### src/branch_detect_pkg.sv
package branch_detect_pkg;

  localparam int slot_num = 16;
  localparam int slot_w   = 4;
  localparam int data_w   = 32;
  localparam int dep_w    = 4;
  localparam int reg_w    = 5;

  // operand comes from the register file
  localparam logic [dep_w-1:0] dep_none = '1;

  typedef enum logic [2:0] {
    op_alu,
    op_load,
    op_store,
    op_bjp,
    op_nop
  } op_e;

  // lt and ge compare signed
  typedef enum logic [1:0] {
    cond_eq,
    cond_ne,
    cond_lt,
    cond_ge
  } cond_e;

  typedef struct packed {
    op_e               opcode;
    cond_e             cond;
    logic [dep_w-1:0]  dep_l;
    logic [dep_w-1:0]  dep_r;
    logic [reg_w-1:0]  rs1;
    logic [reg_w-1:0]  rs2;
    logic signed [8:0] offset;
  } inst_t;

  typedef logic [slot_w-1:0] slot_t;

  // lowest set slot, zero for an empty mask
  function automatic slot_t first_set(input logic [slot_num-1:0] mask);
    slot_t idx;
    idx = '0;
    for (int i = slot_num - 1; i >= 0; i--) begin
      if (mask[i]) begin
        idx = slot_t'(i);
      end
    end
    return idx;
  endfunction

endpackage
### src/branch_if.sv
`timescale 1ns/1ns

interface branch_if import branch_detect_pkg::*; ();

  logic              req_valid;
  slot_t             req_slot;
  inst_t             req_inst;
  logic [data_w-1:0] req_pc;

  logic              res_valid;
  logic              res_taken;
  logic [data_w-1:0] res_target;

  modport seq (
    output req_valid, req_slot, req_inst, req_pc,
    input  res_valid, res_taken, res_target
  );

  modport res (
    input  req_valid, req_slot, req_inst, req_pc,
    output res_valid, res_taken, res_target
  );

endinterface

### src/branch_detect_top.sv
`timescale 1ns/1ns

module branch_detect_top import branch_detect_pkg::*; (
  input  logic                 w_BranchFifoFire_1,
  input  logic                 rstn,
  input  logic                 i_pkt_valid,
  input  inst_t [slot_num-1:0] i_pkt_inst,
  input  logic [data_w-1:0]    i_pkt_pc,
  output logic                 o_pkt_ready,
  output logic                 o_grf_req,
  output logic [reg_w-1:0]     o_grf_rs1,
  output logic [reg_w-1:0]     o_grf_rs2,
  input  logic                 i_grf_valid,
  input  logic [data_w-1:0]    i_grf_l,
  input  logic [data_w-1:0]    i_grf_r,
  output logic                 o_byp_req,
  output logic [dep_w-1:0]     o_byp_dep_l,
  output logic [dep_w-1:0]     o_byp_dep_r,
  input  logic                 i_byp_valid,
  input  logic [data_w-1:0]    i_byp_l,
  input  logic [data_w-1:0]    i_byp_r,
  output logic                 o_issue_valid,
  output inst_t [slot_num-1:0] o_issue_inst,
  output logic [slot_num-1:0]  o_issue_mask,
  output logic                 o_redirect_valid,
  output logic [data_w-1:0]    o_redirect_pc,
  input  logic                 i_issue_ready
);

  logic                 slice_free;
  logic                 slice_load;
  slot_t                slice_lo;
  slot_t                slice_hi;
  logic                 slice_redirect;
  logic [data_w-1:0]    slice_target;
  inst_t [slot_num-1:0] pkt_inst;

  branch_if br_if ();

  branch_sequencer branch_sequencer_i (
    .w_BranchFifoFire_1 (w_BranchFifoFire_1),
    .rstn               (rstn),
    .i_pkt_valid        (i_pkt_valid),
    .i_pkt_inst         (i_pkt_inst),
    .i_pkt_pc           (i_pkt_pc),
    .i_slice_free       (slice_free),
    .o_pkt_ready        (o_pkt_ready),
    .o_slice_load       (slice_load),
    .o_slice_lo         (slice_lo),
    .o_slice_hi         (slice_hi),
    .o_slice_redirect   (slice_redirect),
    .o_slice_target     (slice_target),
    .o_pkt_inst         (pkt_inst),
    .br                 (br_if.seq)
  );

  branch_resolve branch_resolve_i (
    .w_BranchFifoFire_1 (w_BranchFifoFire_1),
    .rstn               (rstn),
    .br                 (br_if.res),
    .o_grf_req          (o_grf_req),
    .o_grf_rs1          (o_grf_rs1),
    .o_grf_rs2          (o_grf_rs2),
    .i_grf_valid        (i_grf_valid),
    .i_grf_l            (i_grf_l),
    .i_grf_r            (i_grf_r),
    .o_byp_req          (o_byp_req),
    .o_byp_dep_l        (o_byp_dep_l),
    .o_byp_dep_r        (o_byp_dep_r),
    .i_byp_valid        (i_byp_valid),
    .i_byp_l            (i_byp_l),
    .i_byp_r            (i_byp_r)
  );

  issue_slicer issue_slicer_i (
    .w_BranchFifoFire_1 (w_BranchFifoFire_1),
    .rstn               (rstn),
    .i_slice_load       (slice_load),
    .i_slice_lo         (slice_lo),
    .i_slice_hi         (slice_hi),
    .i_slice_redirect   (slice_redirect),
    .i_slice_target     (slice_target),
    .i_pkt_inst         (pkt_inst),
    .i_issue_ready      (i_issue_ready),
    .o_slice_free       (slice_free),
    .o_issue_valid      (o_issue_valid),
    .o_issue_inst       (o_issue_inst),
    .o_issue_mask       (o_issue_mask),
    .o_redirect_valid   (o_redirect_valid),
    .o_redirect_pc      (o_redirect_pc)
  );

endmodule

### src/issue_slicer.sv
`timescale 1ns/1ns

module issue_slicer import branch_detect_pkg::*; (
  input  logic                 w_BranchFifoFire_1,
  input  logic                 rstn,
  input  logic                 i_slice_load,
  input  slot_t                i_slice_lo,
  input  slot_t                i_slice_hi,
  input  logic                 i_slice_redirect,
  input  logic [data_w-1:0]    i_slice_target,
  input  inst_t [slot_num-1:0] i_pkt_inst,
  input  logic                 i_issue_ready,
  output logic                 o_slice_free,
  output logic                 o_issue_valid,
  output inst_t [slot_num-1:0] o_issue_inst,
  output logic [slot_num-1:0]  o_issue_mask,
  output logic                 o_redirect_valid,
  output logic [data_w-1:0]    o_redirect_pc
);

  logic [slot_num-1:0] slice_mask;

  always_comb begin
    for (int i = 0; i < slot_num; i++) begin
      slice_mask[i] = (slot_t'(i) >= i_slice_lo) && (slot_t'(i) <= i_slice_hi);
    end
  end

  always_ff @(posedge w_BranchFifoFire_1 or negedge rstn) begin
    if (!rstn) begin
      o_issue_valid    <= 1'b0;
      o_redirect_valid <= 1'b0;
    end else if (i_slice_load) begin
      o_issue_valid    <= 1'b1;
      o_redirect_valid <= i_slice_redirect;
    end else if (o_issue_valid && i_issue_ready) begin
      o_issue_valid    <= 1'b0;
      o_redirect_valid <= 1'b0;
    end
  end

  always_ff @(posedge w_BranchFifoFire_1) begin
    if (i_slice_load) begin
      o_issue_mask  <= slice_mask;
      o_redirect_pc <= i_slice_target;
      for (int i = 0; i < slot_num; i++) begin
        o_issue_inst[i] <= slice_mask[i] ? i_pkt_inst[i] : inst_t'('0);
      end
    end
  end

  // a load in flight counts as occupied
  assign o_slice_free = !o_issue_valid && !i_slice_load;

  a_mask_nonzero: assert property (@(posedge w_BranchFifoFire_1) disable iff (!rstn)
    o_issue_valid |-> (o_issue_mask != '0));

  a_hold: assert property (@(posedge w_BranchFifoFire_1) disable iff (!rstn)
    o_issue_valid && !i_issue_ready |=>
      o_issue_valid && $stable(o_issue_mask) && $stable(o_issue_inst) &&
      $stable(o_redirect_valid) && $stable(o_redirect_pc));

endmodule

### src/branch_sequencer.sv
`timescale 1ns/1ns

module branch_sequencer import branch_detect_pkg::*; (
  input  logic                        w_BranchFifoFire_1,
  input  logic                        rstn,
  input  logic                        i_pkt_valid,
  input  inst_t [slot_num-1:0]        i_pkt_inst,
  input  logic [data_w-1:0]           i_pkt_pc,
  input  logic                        i_slice_free,
  output logic                        o_pkt_ready,
  output logic                        o_slice_load,
  output slot_t                       o_slice_lo,
  output slot_t                       o_slice_hi,
  output logic                        o_slice_redirect,
  output logic [data_w-1:0]           o_slice_target,
  output inst_t [slot_num-1:0]        o_pkt_inst,
  branch_if.seq                       br
);

  typedef enum logic [2:0] {st_idle, st_scan, st_branch, st_slice, st_tail} state_e;

  state_e               state_q;
  state_e               after_load;
  inst_t [slot_num-1:0] pkt_inst_q;
  logic [data_w-1:0]    pkt_pc_q;
  logic [slot_num-1:0]  pkt_mask;
  logic [slot_num-1:0]  mask_q;
  logic [slot_num-1:0]  rem_mask;
  slot_t                cur_q;
  slot_t                next_lo_q;
  logic                 req_valid_q;
  logic                 taken;

  always_comb begin
    for (int i = 0; i < slot_num; i++) begin
      pkt_mask[i] = (i_pkt_inst[i].opcode == op_bjp);
    end
  end

  assign rem_mask = mask_q & ~(slot_num'(1) << cur_q);

  // where to go once the current slice is handed over
  always_comb begin
    taken = (state_q == st_slice) ? o_slice_redirect : br.res_taken;
    if (taken) begin
      after_load = st_idle;
    end else if (|rem_mask) begin
      after_load = st_scan;
    end else if (cur_q == slot_t'(slot_num - 1)) begin
      after_load = st_idle;
    end else begin
      after_load = st_tail;
    end
  end

  always_ff @(posedge w_BranchFifoFire_1) begin
    if (i_pkt_valid && o_pkt_ready) begin
      pkt_inst_q <= i_pkt_inst;
      pkt_pc_q   <= i_pkt_pc;
    end
  end

  always_ff @(posedge w_BranchFifoFire_1 or negedge rstn) begin
    if (!rstn) begin
      state_q          <= st_idle;
      mask_q           <= '0;
      cur_q            <= '0;
      next_lo_q        <= '0;
      req_valid_q      <= 1'b0;
      o_slice_load     <= 1'b0;
      o_slice_lo       <= '0;
      o_slice_hi       <= '0;
      o_slice_redirect <= 1'b0;
      o_slice_target   <= '0;
    end else begin
      o_slice_load <= 1'b0;
      case (state_q)
        st_idle: begin
          if (i_pkt_valid && o_pkt_ready) begin
            mask_q    <= pkt_mask;
            next_lo_q <= '0;
            state_q   <= st_scan;
          end
        end
        st_scan, st_tail: begin
          if (state_q == st_scan && |mask_q) begin
            cur_q       <= first_set(mask_q);
            req_valid_q <= 1'b1;
            state_q     <= st_branch;
          end else if (i_slice_free) begin
            // tail, or the whole packet when it has no branch
            o_slice_load     <= 1'b1;
            o_slice_lo       <= next_lo_q;
            o_slice_hi       <= slot_t'(slot_num - 1);
            o_slice_redirect <= 1'b0;
            state_q          <= st_idle;
          end else begin
            state_q <= st_tail;
          end
        end
        st_branch: begin
          if (br.res_valid) begin
            req_valid_q      <= 1'b0;
            mask_q           <= rem_mask;
            next_lo_q        <= cur_q + 1'b1;
            o_slice_lo       <= next_lo_q;
            o_slice_hi       <= cur_q;
            o_slice_redirect <= br.res_taken;
            o_slice_target   <= br.res_target;
            if (i_slice_free) begin
              o_slice_load <= 1'b1;
              state_q      <= after_load;
            end else begin
              state_q <= st_slice;
            end
          end
        end
        st_slice: begin
          if (i_slice_free) begin
            o_slice_load <= 1'b1;
            state_q      <= after_load;
          end
        end
        default: state_q <= st_idle;
      endcase
    end
  end

  assign o_pkt_ready  = (state_q == st_idle) && i_slice_free;
  assign o_pkt_inst   = pkt_inst_q;
  assign br.req_valid = req_valid_q;
  assign br.req_slot  = cur_q;
  assign br.req_inst  = pkt_inst_q[cur_q];
  assign br.req_pc    = pkt_pc_q;

  a_req_stable: assert property (@(posedge w_BranchFifoFire_1) disable iff (!rstn)
    br.req_valid && !br.res_valid |=>
      $stable(br.req_slot) && $stable(br.req_inst) && $stable(br.req_pc));

endmodule

### src/branch_resolve.sv
`timescale 1ns/1ns

module branch_resolve import branch_detect_pkg::*; (
  input  logic              w_BranchFifoFire_1,
  input  logic              rstn,
  branch_if.res             br,
  output logic              o_grf_req,
  output logic [reg_w-1:0]  o_grf_rs1,
  output logic [reg_w-1:0]  o_grf_rs2,
  input  logic              i_grf_valid,
  input  logic [data_w-1:0] i_grf_l,
  input  logic [data_w-1:0] i_grf_r,
  output logic              o_byp_req,
  output logic [dep_w-1:0]  o_byp_dep_l,
  output logic [dep_w-1:0]  o_byp_dep_r,
  input  logic              i_byp_valid,
  input  logic [data_w-1:0] i_byp_l,
  input  logic [data_w-1:0] i_byp_r
);

  logic              req_valid_d;
  logic              start;
  logic              opnd_valid;
  logic [data_w-1:0] opnd_l;
  logic [data_w-1:0] opnd_r;
  logic              taken;
  logic [data_w-1:0] target;
  logic              res_valid_q;
  logic              res_taken_q;
  logic [data_w-1:0] res_target_q;

  // rising edge of req_valid marks a new branch
  assign start = br.req_valid && !req_valid_d;

  operand_select operand_select_i (
    .w_BranchFifoFire_1 (w_BranchFifoFire_1),
    .rstn               (rstn),
    .i_start            (start),
    .i_inst             (br.req_inst),
    .i_grf_valid        (i_grf_valid),
    .i_grf_l            (i_grf_l),
    .i_grf_r            (i_grf_r),
    .i_byp_valid        (i_byp_valid),
    .i_byp_l            (i_byp_l),
    .i_byp_r            (i_byp_r),
    .o_grf_req          (o_grf_req),
    .o_grf_rs1          (o_grf_rs1),
    .o_grf_rs2          (o_grf_rs2),
    .o_byp_req          (o_byp_req),
    .o_byp_dep_l        (o_byp_dep_l),
    .o_byp_dep_r        (o_byp_dep_r),
    .o_opnd_valid       (opnd_valid),
    .o_opnd_l           (opnd_l),
    .o_opnd_r           (opnd_r)
  );

  always_comb begin
    case (br.req_inst.cond)
      cond_eq: taken = (opnd_l == opnd_r);
      cond_ne: taken = (opnd_l != opnd_r);
      cond_lt: taken = ($signed(opnd_l) < $signed(opnd_r));
      default: taken = ($signed(opnd_l) >= $signed(opnd_r));
    endcase
  end

  // word offsets, relative to the branch's own slot
  assign target = br.req_pc
                + {{(data_w - slot_w - 2){1'b0}}, br.req_slot, 2'b00}
                + {{(data_w - 11){br.req_inst.offset[8]}}, br.req_inst.offset, 2'b00};

  always_ff @(posedge w_BranchFifoFire_1 or negedge rstn) begin
    if (!rstn) begin
      req_valid_d <= 1'b0;
      res_valid_q <= 1'b0;
      res_taken_q <= 1'b0;
    end else begin
      req_valid_d <= br.req_valid;
      res_valid_q <= opnd_valid;
      if (opnd_valid) begin
        res_taken_q <= taken;
      end
    end
  end

  always_ff @(posedge w_BranchFifoFire_1) begin
    if (opnd_valid) begin
      res_target_q <= target;
    end
  end

  assign br.res_valid  = res_valid_q;
  assign br.res_taken  = res_taken_q;
  assign br.res_target = res_target_q;

endmodule

### src/operand_select.sv
`timescale 1ns/1ns

module operand_select import branch_detect_pkg::*; (
  input  logic              w_BranchFifoFire_1,
  input  logic              rstn,
  input  logic              i_start,
  input  inst_t             i_inst,
  input  logic              i_grf_valid,
  input  logic [data_w-1:0] i_grf_l,
  input  logic [data_w-1:0] i_grf_r,
  input  logic              i_byp_valid,
  input  logic [data_w-1:0] i_byp_l,
  input  logic [data_w-1:0] i_byp_r,
  output logic              o_grf_req,
  output logic [reg_w-1:0]  o_grf_rs1,
  output logic [reg_w-1:0]  o_grf_rs2,
  output logic              o_byp_req,
  output logic [dep_w-1:0]  o_byp_dep_l,
  output logic [dep_w-1:0]  o_byp_dep_r,
  output logic              o_opnd_valid,
  output logic [data_w-1:0] o_opnd_l,
  output logic [data_w-1:0] o_opnd_r
);

  logic l_from_grf;
  logic r_from_grf;
  logic sel_l_grf_q;
  logic sel_r_grf_q;
  logic grf_pend_q;
  logic byp_pend_q;
  logic busy_q;

  assign l_from_grf = (i_inst.dep_l == dep_none);
  assign r_from_grf = (i_inst.dep_r == dep_none);

  always_ff @(posedge w_BranchFifoFire_1 or negedge rstn) begin
    if (!rstn) begin
      o_grf_req  <= 1'b0;
      o_byp_req  <= 1'b0;
      grf_pend_q <= 1'b0;
      byp_pend_q <= 1'b0;
      busy_q     <= 1'b0;
    end else begin
      o_grf_req <= i_start && (l_from_grf || r_from_grf);
      o_byp_req <= i_start && !(l_from_grf && r_from_grf);
      if (i_start) begin
        grf_pend_q <= l_from_grf || r_from_grf;
        byp_pend_q <= !(l_from_grf && r_from_grf);
        busy_q     <= 1'b1;
      end else begin
        if (i_grf_valid) begin
          grf_pend_q <= 1'b0;
        end
        if (i_byp_valid) begin
          byp_pend_q <= 1'b0;
        end
        if (o_opnd_valid) begin
          busy_q <= 1'b0;
        end
      end
    end
  end

  always_ff @(posedge w_BranchFifoFire_1) begin
    if (i_start) begin
      sel_l_grf_q <= l_from_grf;
      sel_r_grf_q <= r_from_grf;
      o_grf_rs1   <= i_inst.rs1;
      o_grf_rs2   <= i_inst.rs2;
      o_byp_dep_l <= i_inst.dep_l;
      o_byp_dep_r <= i_inst.dep_r;
    end
    // each operand only listens to its own source
    if (i_grf_valid && grf_pend_q) begin
      if (sel_l_grf_q) begin
        o_opnd_l <= i_grf_l;
      end
      if (sel_r_grf_q) begin
        o_opnd_r <= i_grf_r;
      end
    end
    if (i_byp_valid && byp_pend_q) begin
      if (!sel_l_grf_q) begin
        o_opnd_l <= i_byp_l;
      end
      if (!sel_r_grf_q) begin
        o_opnd_r <= i_byp_r;
      end
    end
  end

  assign o_opnd_valid = busy_q && !grf_pend_q && !byp_pend_q;

  a_no_overlap: assert property (@(posedge w_BranchFifoFire_1) disable iff (!rstn)
    i_start |-> !busy_q && !grf_pend_q && !byp_pend_q);

endmodule

### config.mk
export PLATFORM = sky130hd
export DESIGN_NAME = branch_detect_top
export DESIGN_NICKNAME = d
export VERILOG_FILES = /design/src/branch_detect_pkg.sv /design/src/branch_if.sv /design/src/branch_detect_top.sv /design/src/issue_slicer.sv /design/src/branch_sequencer.sv /design/src/branch_resolve.sv /design/src/operand_select.sv
export SDC_FILE = /design/constraint.sdc
export NUM_CORES = 2
export LEC_CHECK = 0
export BUFFER_PORTS_ARGS = -buffer_cell sky130_fd_sc_hd__buf_2
export CAP_MARGIN = 20
export CORE_AREA = 2 2 486 488
export DETAILED_ROUTE_END_ITERATION = 7
export DIE_AREA = 0 0 488 490
export GPL_TIMING_DRIVEN = 0
export SETUP_SLACK_MARGIN = 0.02
export SYNTH_ARGS = -nofsm -noshare
export SYNTH_HDL_FRONTEND = slang
export SYNTH_SLANG_ARGS = --single-unit
### constraint.sdc
create_clock -name w_BranchFifoFire_1 -period 23.1 [get_ports w_BranchFifoFire_1]
set_input_delay 4.62 -clock w_BranchFifoFire_1 [delete_from_list [all_inputs] [get_ports w_BranchFifoFire_1]]
set_output_delay 4.62 -clock w_BranchFifoFire_1 [all_outputs]
set_load 0.005 [all_outputs]
# After elaboration in Yosys (flattened, before gate mapping)
# Index checks and enable logic that the tools add are counted.
# classes
eq_ne	33
n_lt_le_gt_ge	35
n_shift	1
n_div	0
n_bitwise	2
add_sub_neg	3
n_reduce_logical	53
n_mux	72
multipliers	0
# ops
op	count
two-way mux 32 bit	8
binary-select mux 32 bit (select 4 bit)	1
two-way mux 4 bit	24
equality test 3 x 2 -> 1 bit, second input constant	18
adder 32 bit	1
adder 32 x 6 -> 32 bit	1
equality test 32 bit	1
greater-or-equal comparator 32 bit	1
greater-or-equal comparator 4 bit, first input constant	8
less-or-equal comparator 4 bit, first input constant	8
less-than comparator 32 bit	1
two-way mux 16 bit	2
!= test 32 bit	1
one-hot mux 16 bit (2 select lines)	1
OR reduction 16 bit	2
logical AND 1 bit	29
two-way mux 29 bit	1
two-way mux 3 bit	9
one-hot mux 4 bit (2 select lines)	3
two-way mux 1 bit	18
AND 16 bit	1
greater-or-equal comparator 3 x 4 -> 1 bit, first input constant	4
less-or-equal comparator 3 x 4 -> 1 bit, first input constant	4
NOT 16 bit	1
other kinds (26)	51
# word_totals
latch_bits	0
memories	0
ramBits	0
inputBits	678
output_inout_bits	583
regBits	1300
mem_bits_ro	0
word_cells	455

# Depth between registers and ports, before layout
# depth
ltp_word	16
mapped_depth	19
mapped_depth_nobuf	15

# Hierarchy
# From an unflattened synthesis, not the netlist that was laid out.
# unflattened
cells_unflattened	3245
hier_area_um2	52947.0
# by_module_without_submodules
module	instances	area_per_inst_um2	seq_area_each_um2	cells_each
branch_sequencer	1	23640.2	18087.3	1137
issue_slicer	1	22017.4	16866.2	1306
branch_resolve	1	3873.7	1036.0	410
operand_select	1	3415.8	2006.9	392

# Worst setup path after synthesis
# No wires, ideal clock.
# synth_timing
path_type	register to register
from	reg branch_sequencer_i.o_slice_load
to	reg branch_sequencer_i.mask_q[10]
path_stages_with_launch	9
setup_ns	0.096
t_arrival_ns	17.999
required_time_ns	23.004
path_buffers	1
setup_slack_ns	5.006
period_less_slack_ns	18.094
path_cell_list	dfrtp_1 or2_2 nor4_1 nand2_1 inv_2 a21oi_1 clkbuf_1 o21ai_0 o31ai_1
# synth_via
elab_chain_len	6
# synth_lines
item	line	text
start, declared	branch_sequencer.sv:11	output logic o_slice_load,
start signal, assigned	branch_sequencer.sv:70	o_slice_load <= 1'b0;
start signal, assigned	branch_sequencer.sv:76	o_slice_load <= 1'b0;
start signal, assigned	branch_sequencer.sv:92	o_slice_load <= 1'b1;
logical NOT 1 bit	issue_slicer.sv:53	assign o_slice_free = !o_issue_valid && !i_slice_load;
logical AND 1 bit	issue_slicer.sv:53	
logical AND 1 bit	branch_sequencer.sv:129	assign o_pkt_ready = (state_q == st_idle) && i_slice_free;
named net o_pkt_ready	branch_detect_top.sv:9	output logic o_pkt_ready,
logical AND 1 bit	branch_sequencer.sv:79	if (i_pkt_valid && o_pkt_ready) begin
!= test 2 x 1 -> 1 bit (no source line)	--	
AND reduction 3 bit (no source line)	--	
end signal, assigned	branch_sequencer.sv:80	mask_q <= pkt_mask;
end signal, assigned	branch_sequencer.sv:104	mask_q <= rem_mask;
end, declared	branch_sequencer.sv:27	logic [slot_num-1:0] mask_q;
# The timed path passes the listed nets, and every way through them passes these cells.
# A chain may end at the register's enable or synchronous reset.

# Worst setup path in the final report
# layout_timing
from	reg branch_sequencer_i.cur_q[1] (netlist: branch_sequencer_i.br.req_slot[1])
to	reg branch_resolve_i.res_target_q[29] (netlist: branch_resolve_i.br.res_target[29]) (data pin)
# layout_via
elab_chain_len	3
elab_cells_between_ends	4
cone_classes	2 x add/sub; 2 x mux
# layout_lines
item	line	text
start, declared	branch_sequencer.sv:29	slot_t cur_q;
start signal, assigned	branch_sequencer.sv:87	cur_q <= first_set(mask_q);
parallel branches: the longest is 2 deep, another holds adder 32 x 6 -> 32 bit	--	
adder 32 bit *	branch_resolve.sv:69	+ {{(data_w - 11){br.req_inst.offset[8]}}, br.req_inst.offset, 2'b00};
named net branch_resolve_i.target[29]	branch_resolve.sv:27	logic [data_w-1:0] target;
end signal, assigned	branch_resolve.sv:87	res_target_q <= target;
end, declared	branch_resolve.sv:30	logic [data_w-1:0] res_target_q;
# Mark *: on every way through the listed nets, which the timed path passes. The select of a mux whose other input is x is not followed.

==> impl_metrics.yaml <==
outcome:
  status: "completed"
layout:
  layout.nets: 5181
  final_core_util_pct: 28.89
  fin_area_um2: 67620
  stdcell_count: 7745
  multi_input_area_um2: 12110
  seqCellArea_um2: 38000
  area_delta_synth_final_pct: 33.21
  fillers: 23750
  drive_gt1_share_pct: 39.59
drt:
  drc: 0
  ant_nets: 0
  drtIter0Drc: 3356
  first_pass_iters: 5
  dr_total_vias: 34180
  vias_per_cell: 4.413
  wl_per_cell_um: 33.46
  drt_wl_total_um: 259200
die:
  core_area_um2: 234100
  io_pins: 1261
  die_area_um2: 239100
  die_w_um: 488
  rows: 178
  die_h_um: 490
  start_util_pct: 21.69
worst_setup_path:
  cp_max_fo: 10
  start_kind: "flop"
  crit_required_ns: 23.65
  crit_arrival_ns: 8.27
  crit_type: "flop to flop"
  worstSetupEndpointType: "flop"
global_route:
  grt_pass1_wl_um: 330500
  grt_max_degree: 116
  gr-total-overflow: 0
  grt_antenna_before_repair: 181
  grtUsageTotal_pct: 21.04
  grt_pass1_vias: 33950
timing:
  hold_ws_ns: 0.4028
  skew_ns: 0.05781
  worst_pin_slew_ns: 1.193
  hold_violations: 0
  rsz0062_at_grt: "no"
  min_period_ns: 7.716
  totalNegativeSetupSlack_ns: 0
  relSlewSlack_pct: 20.45
  max_clock_freq_mhz: 129.6
  report.final.slew_viol_count: 0
  setup_viol: 0
  fin_crit_sh_pct: 33.40
  fin_ws_ns: 15.38
clock_tree:
  clock_path_buffers: 3
  post_cts_resized: 0
  h-tree-depth: 4
  cts-root-buf: "clkbuf_16"
  numCtsBuffers: 157
  clkLatencyLatePin_ns: 0.82
  clkSinkCount: 1300
  cts_tree: "built"
  ctsHoldBuffers: 0
  clkTransAtPathRegs_ns: 0.06
  cts_setup_buffers: 0
logic_synthesis:
  ys.flop_type: "edfxtp_1"
  avgSynthCellArea_um2: 17.35
  syn-num-nets: 3700
  ys_types: 68
  synth-seq-cells: 1300
  ys_warn_count: 0
  synth.top_cells.by_area: "edfxtp_1, mux4_2, and2_1, dfrtp_1, dfxtp_1"
  synth_fa_ha_area_share_pct: 2.440
  synth-compound-area-share_pct: 3.453
  ys_seq_area_share_pct: 74.85
  synth_top_family_by_area: "simple AND/OR/NAND/NOR gates"
  synth_xor_xnor_area_share_pct: 0.4313
  synth_top_cell_by_area: "edfxtp_1"
  synth.area.mux_share_pct: 8.552
  synth_top_cell_area_share_pct: 68.38
  synthSimpleGateAreaFrac_pct: 8.742
  synth_edf_count: 1156
  netlist_top_cells_count: "edfxtp_1, and2_1, mux4_2"
  synthArstFlopShare_pct: 6.154
  synth_most_common_cell: "edfxtp_1"
  synthCells: 2926
  synth_area_um2: 50770
place:
  dpl_cell_area_um2: 62360
  dp_slack_ns: 15.16
  routabilityCongestion: 0.9156
  dp.final_hpwl_um: 209500
  place_inst: 7397
  io_buffers: 1260
power:
  worst_ir_drop_vdd_v: 0.00007859
  leakagePower_nw: 25.96
  p_per_area_nw_per_um2: 155.6
  fin_total_pwr_mw: 10.52
run:
  drv_cap: 0
worst_hold_path:
  worstHoldPathType: "flop to flop"
==> worst max-delay path: stages (launching register included) <==
cell and delay, ns:
dfrtp_1 0.59, clkbuf_1 0.84, buf_2 0.62, buf_1 0.60
clkbuf_2 0.71, mux4_2 0.44, mux4_2 0.62, fa_1 0.47
ha_1 0.25, fa_1 0.41, a21oi_1 0.18, nand4b_1 0.16
a21oi_1 0.17, o2111ai_1 0.34, a21oi_1 0.23, or3_1 0.46
a31oi_1 0.23, xnor2_1 0.08
==> power breakdown <==
group	leakage (nW)	switching (mW)	internal, mW
Combinational	11.2	2.62	1.51
Sequential	12.3	0.375	3.53
Clock	2.47	1.10	1.38
Total	26.0	4.10	6.42
==> worst paths after layout <==
path                                                    from                                    end  slack (ns)  cells after the start
hold reg to reg              branch_sequencer_i.br.req_valid           branch_resolve_i.req_valid_d        0.40                      0
setup reg to reg           branch_sequencer_i.br.req_slot[1]     branch_resolve_i.br.res_target[29]       15.38                     17
hold / removal               branch_sequencer_i.br.req_valid           branch_resolve_i.req_valid_d        0.40                      0
max in group asynchronous                               rstn        branch_sequencer_i.o_slice_load       18.61                      2
setup / recovery           branch_sequencer_i.br.req_slot[1]     branch_resolve_i.br.res_target[29]       15.38                     17
min in group asynchronous                               rstn  branch_sequencer_i.o_slice_target[10]        3.76                      1
==> cells in the final DEF (no fill, tap or decap), types with 7 or more instances in the layout <==
master / count
nor4_1: 7
nor3_1: 15
a31oi_1: 12
buf_16: 26
clkbuf_1: 110
inv_6: 8
nand3_1: 21
inv_1: 57
and2_1: 484
o21ai_0: 102
buf_1: 11
clkinv_16: 9
and3_1: 38
clkinv_2: 28
a21oi_1: 62
buf_4: 8
clkinv_1: 27
clkbuf_2: 21
mux2_2: 33
o21ai_1: 10
nand2_1: 119
nor2_1: 49
clkbuf_16: 159
a21o_1: 25
buf_8: 21
buf_2: 1272
ha_1: 91
mux2i_1: 67
bufinv_16: 7
o31ai_1: 19
dfxtp_1: 64
buf_6: 9
mux4_2: 145
diode_2: 59
edfxtp_1: 1156
xnor2_1: 20
dfrtp_1: 79
==> cell families (layout without fill, tap and decap cells) <==
| group | Yosys count | in the layout |
|---|---|---|
| other cells | 0 | 59 |
| flops | 1300 | 1300 |
| compound gates | 289 | 289 |
| simple gates | 778 | 778 |
| fa+ha+maj | 96 | 96 |
| mux | 248 | 248 |
| buf+inv | 190 | 1800 |
| xor+xnor | 25 | 25 |
==> final cells by class <==
cell class                 instances  area share (%)
buffer                           128          0.8511
sequential                      1300           56.19
antenna                           59          0.2183
clock buffer                     195           6.143
clock inverter                    93           1.402
multi-input combinational       1436           17.91
tap                             3150           5.828
timing repair buffer            1322           11.09
inverter                          62          0.3571
==> registers in the layout, summed over array words and instances (netlist names), 3 cells and up <==
signal	cells
branch_resolve_i.operand_select_i.o_grf_rs1	5
branch_sequencer_i.mask_q	16
branch_sequencer_i.br.req_slot	4
issue_slicer_i.o_issue_mask	16
branch_sequencer_i.o_slice_lo	4
branch_resolve_i.operand_select_i.o_byp_dep_r	4
branch_sequencer_i.o_slice_hi	4
branch_resolve_i.operand_select_i.o_grf_rs2	5
issue_slicer_i.o_issue_inst	512
branch_resolve_i.br.res_target	32
branch_sequencer_i.state_q	3
branch_resolve_i.operand_select_i.o_opnd_l	32
branch_sequencer_i.o_pkt_inst	512
branch_sequencer_i.br.req_pc	32
branch_sequencer_i.next_lo_q	4
issue_slicer_i.o_redirect_pc	32
branch_resolve_i.operand_select_i.o_byp_dep_l	4
branch_sequencer_i.o_slice_target	32
branch_resolve_i.operand_select_i.o_opnd_r	32
==> per-layer routing <==
layer | GRT usage, % | share of wire, % | up-vias
met3 | 6.134 | 9.0 | 492
met4 | 9.095 | 4.5 | 46
met5 | 0 | 0.11 | -
met1 | 25.12 | 38 | 17400
li1 | - | - | 14170
met2 | 35.06 | 48 | 2067
Power figures use the tool's default switching activity.
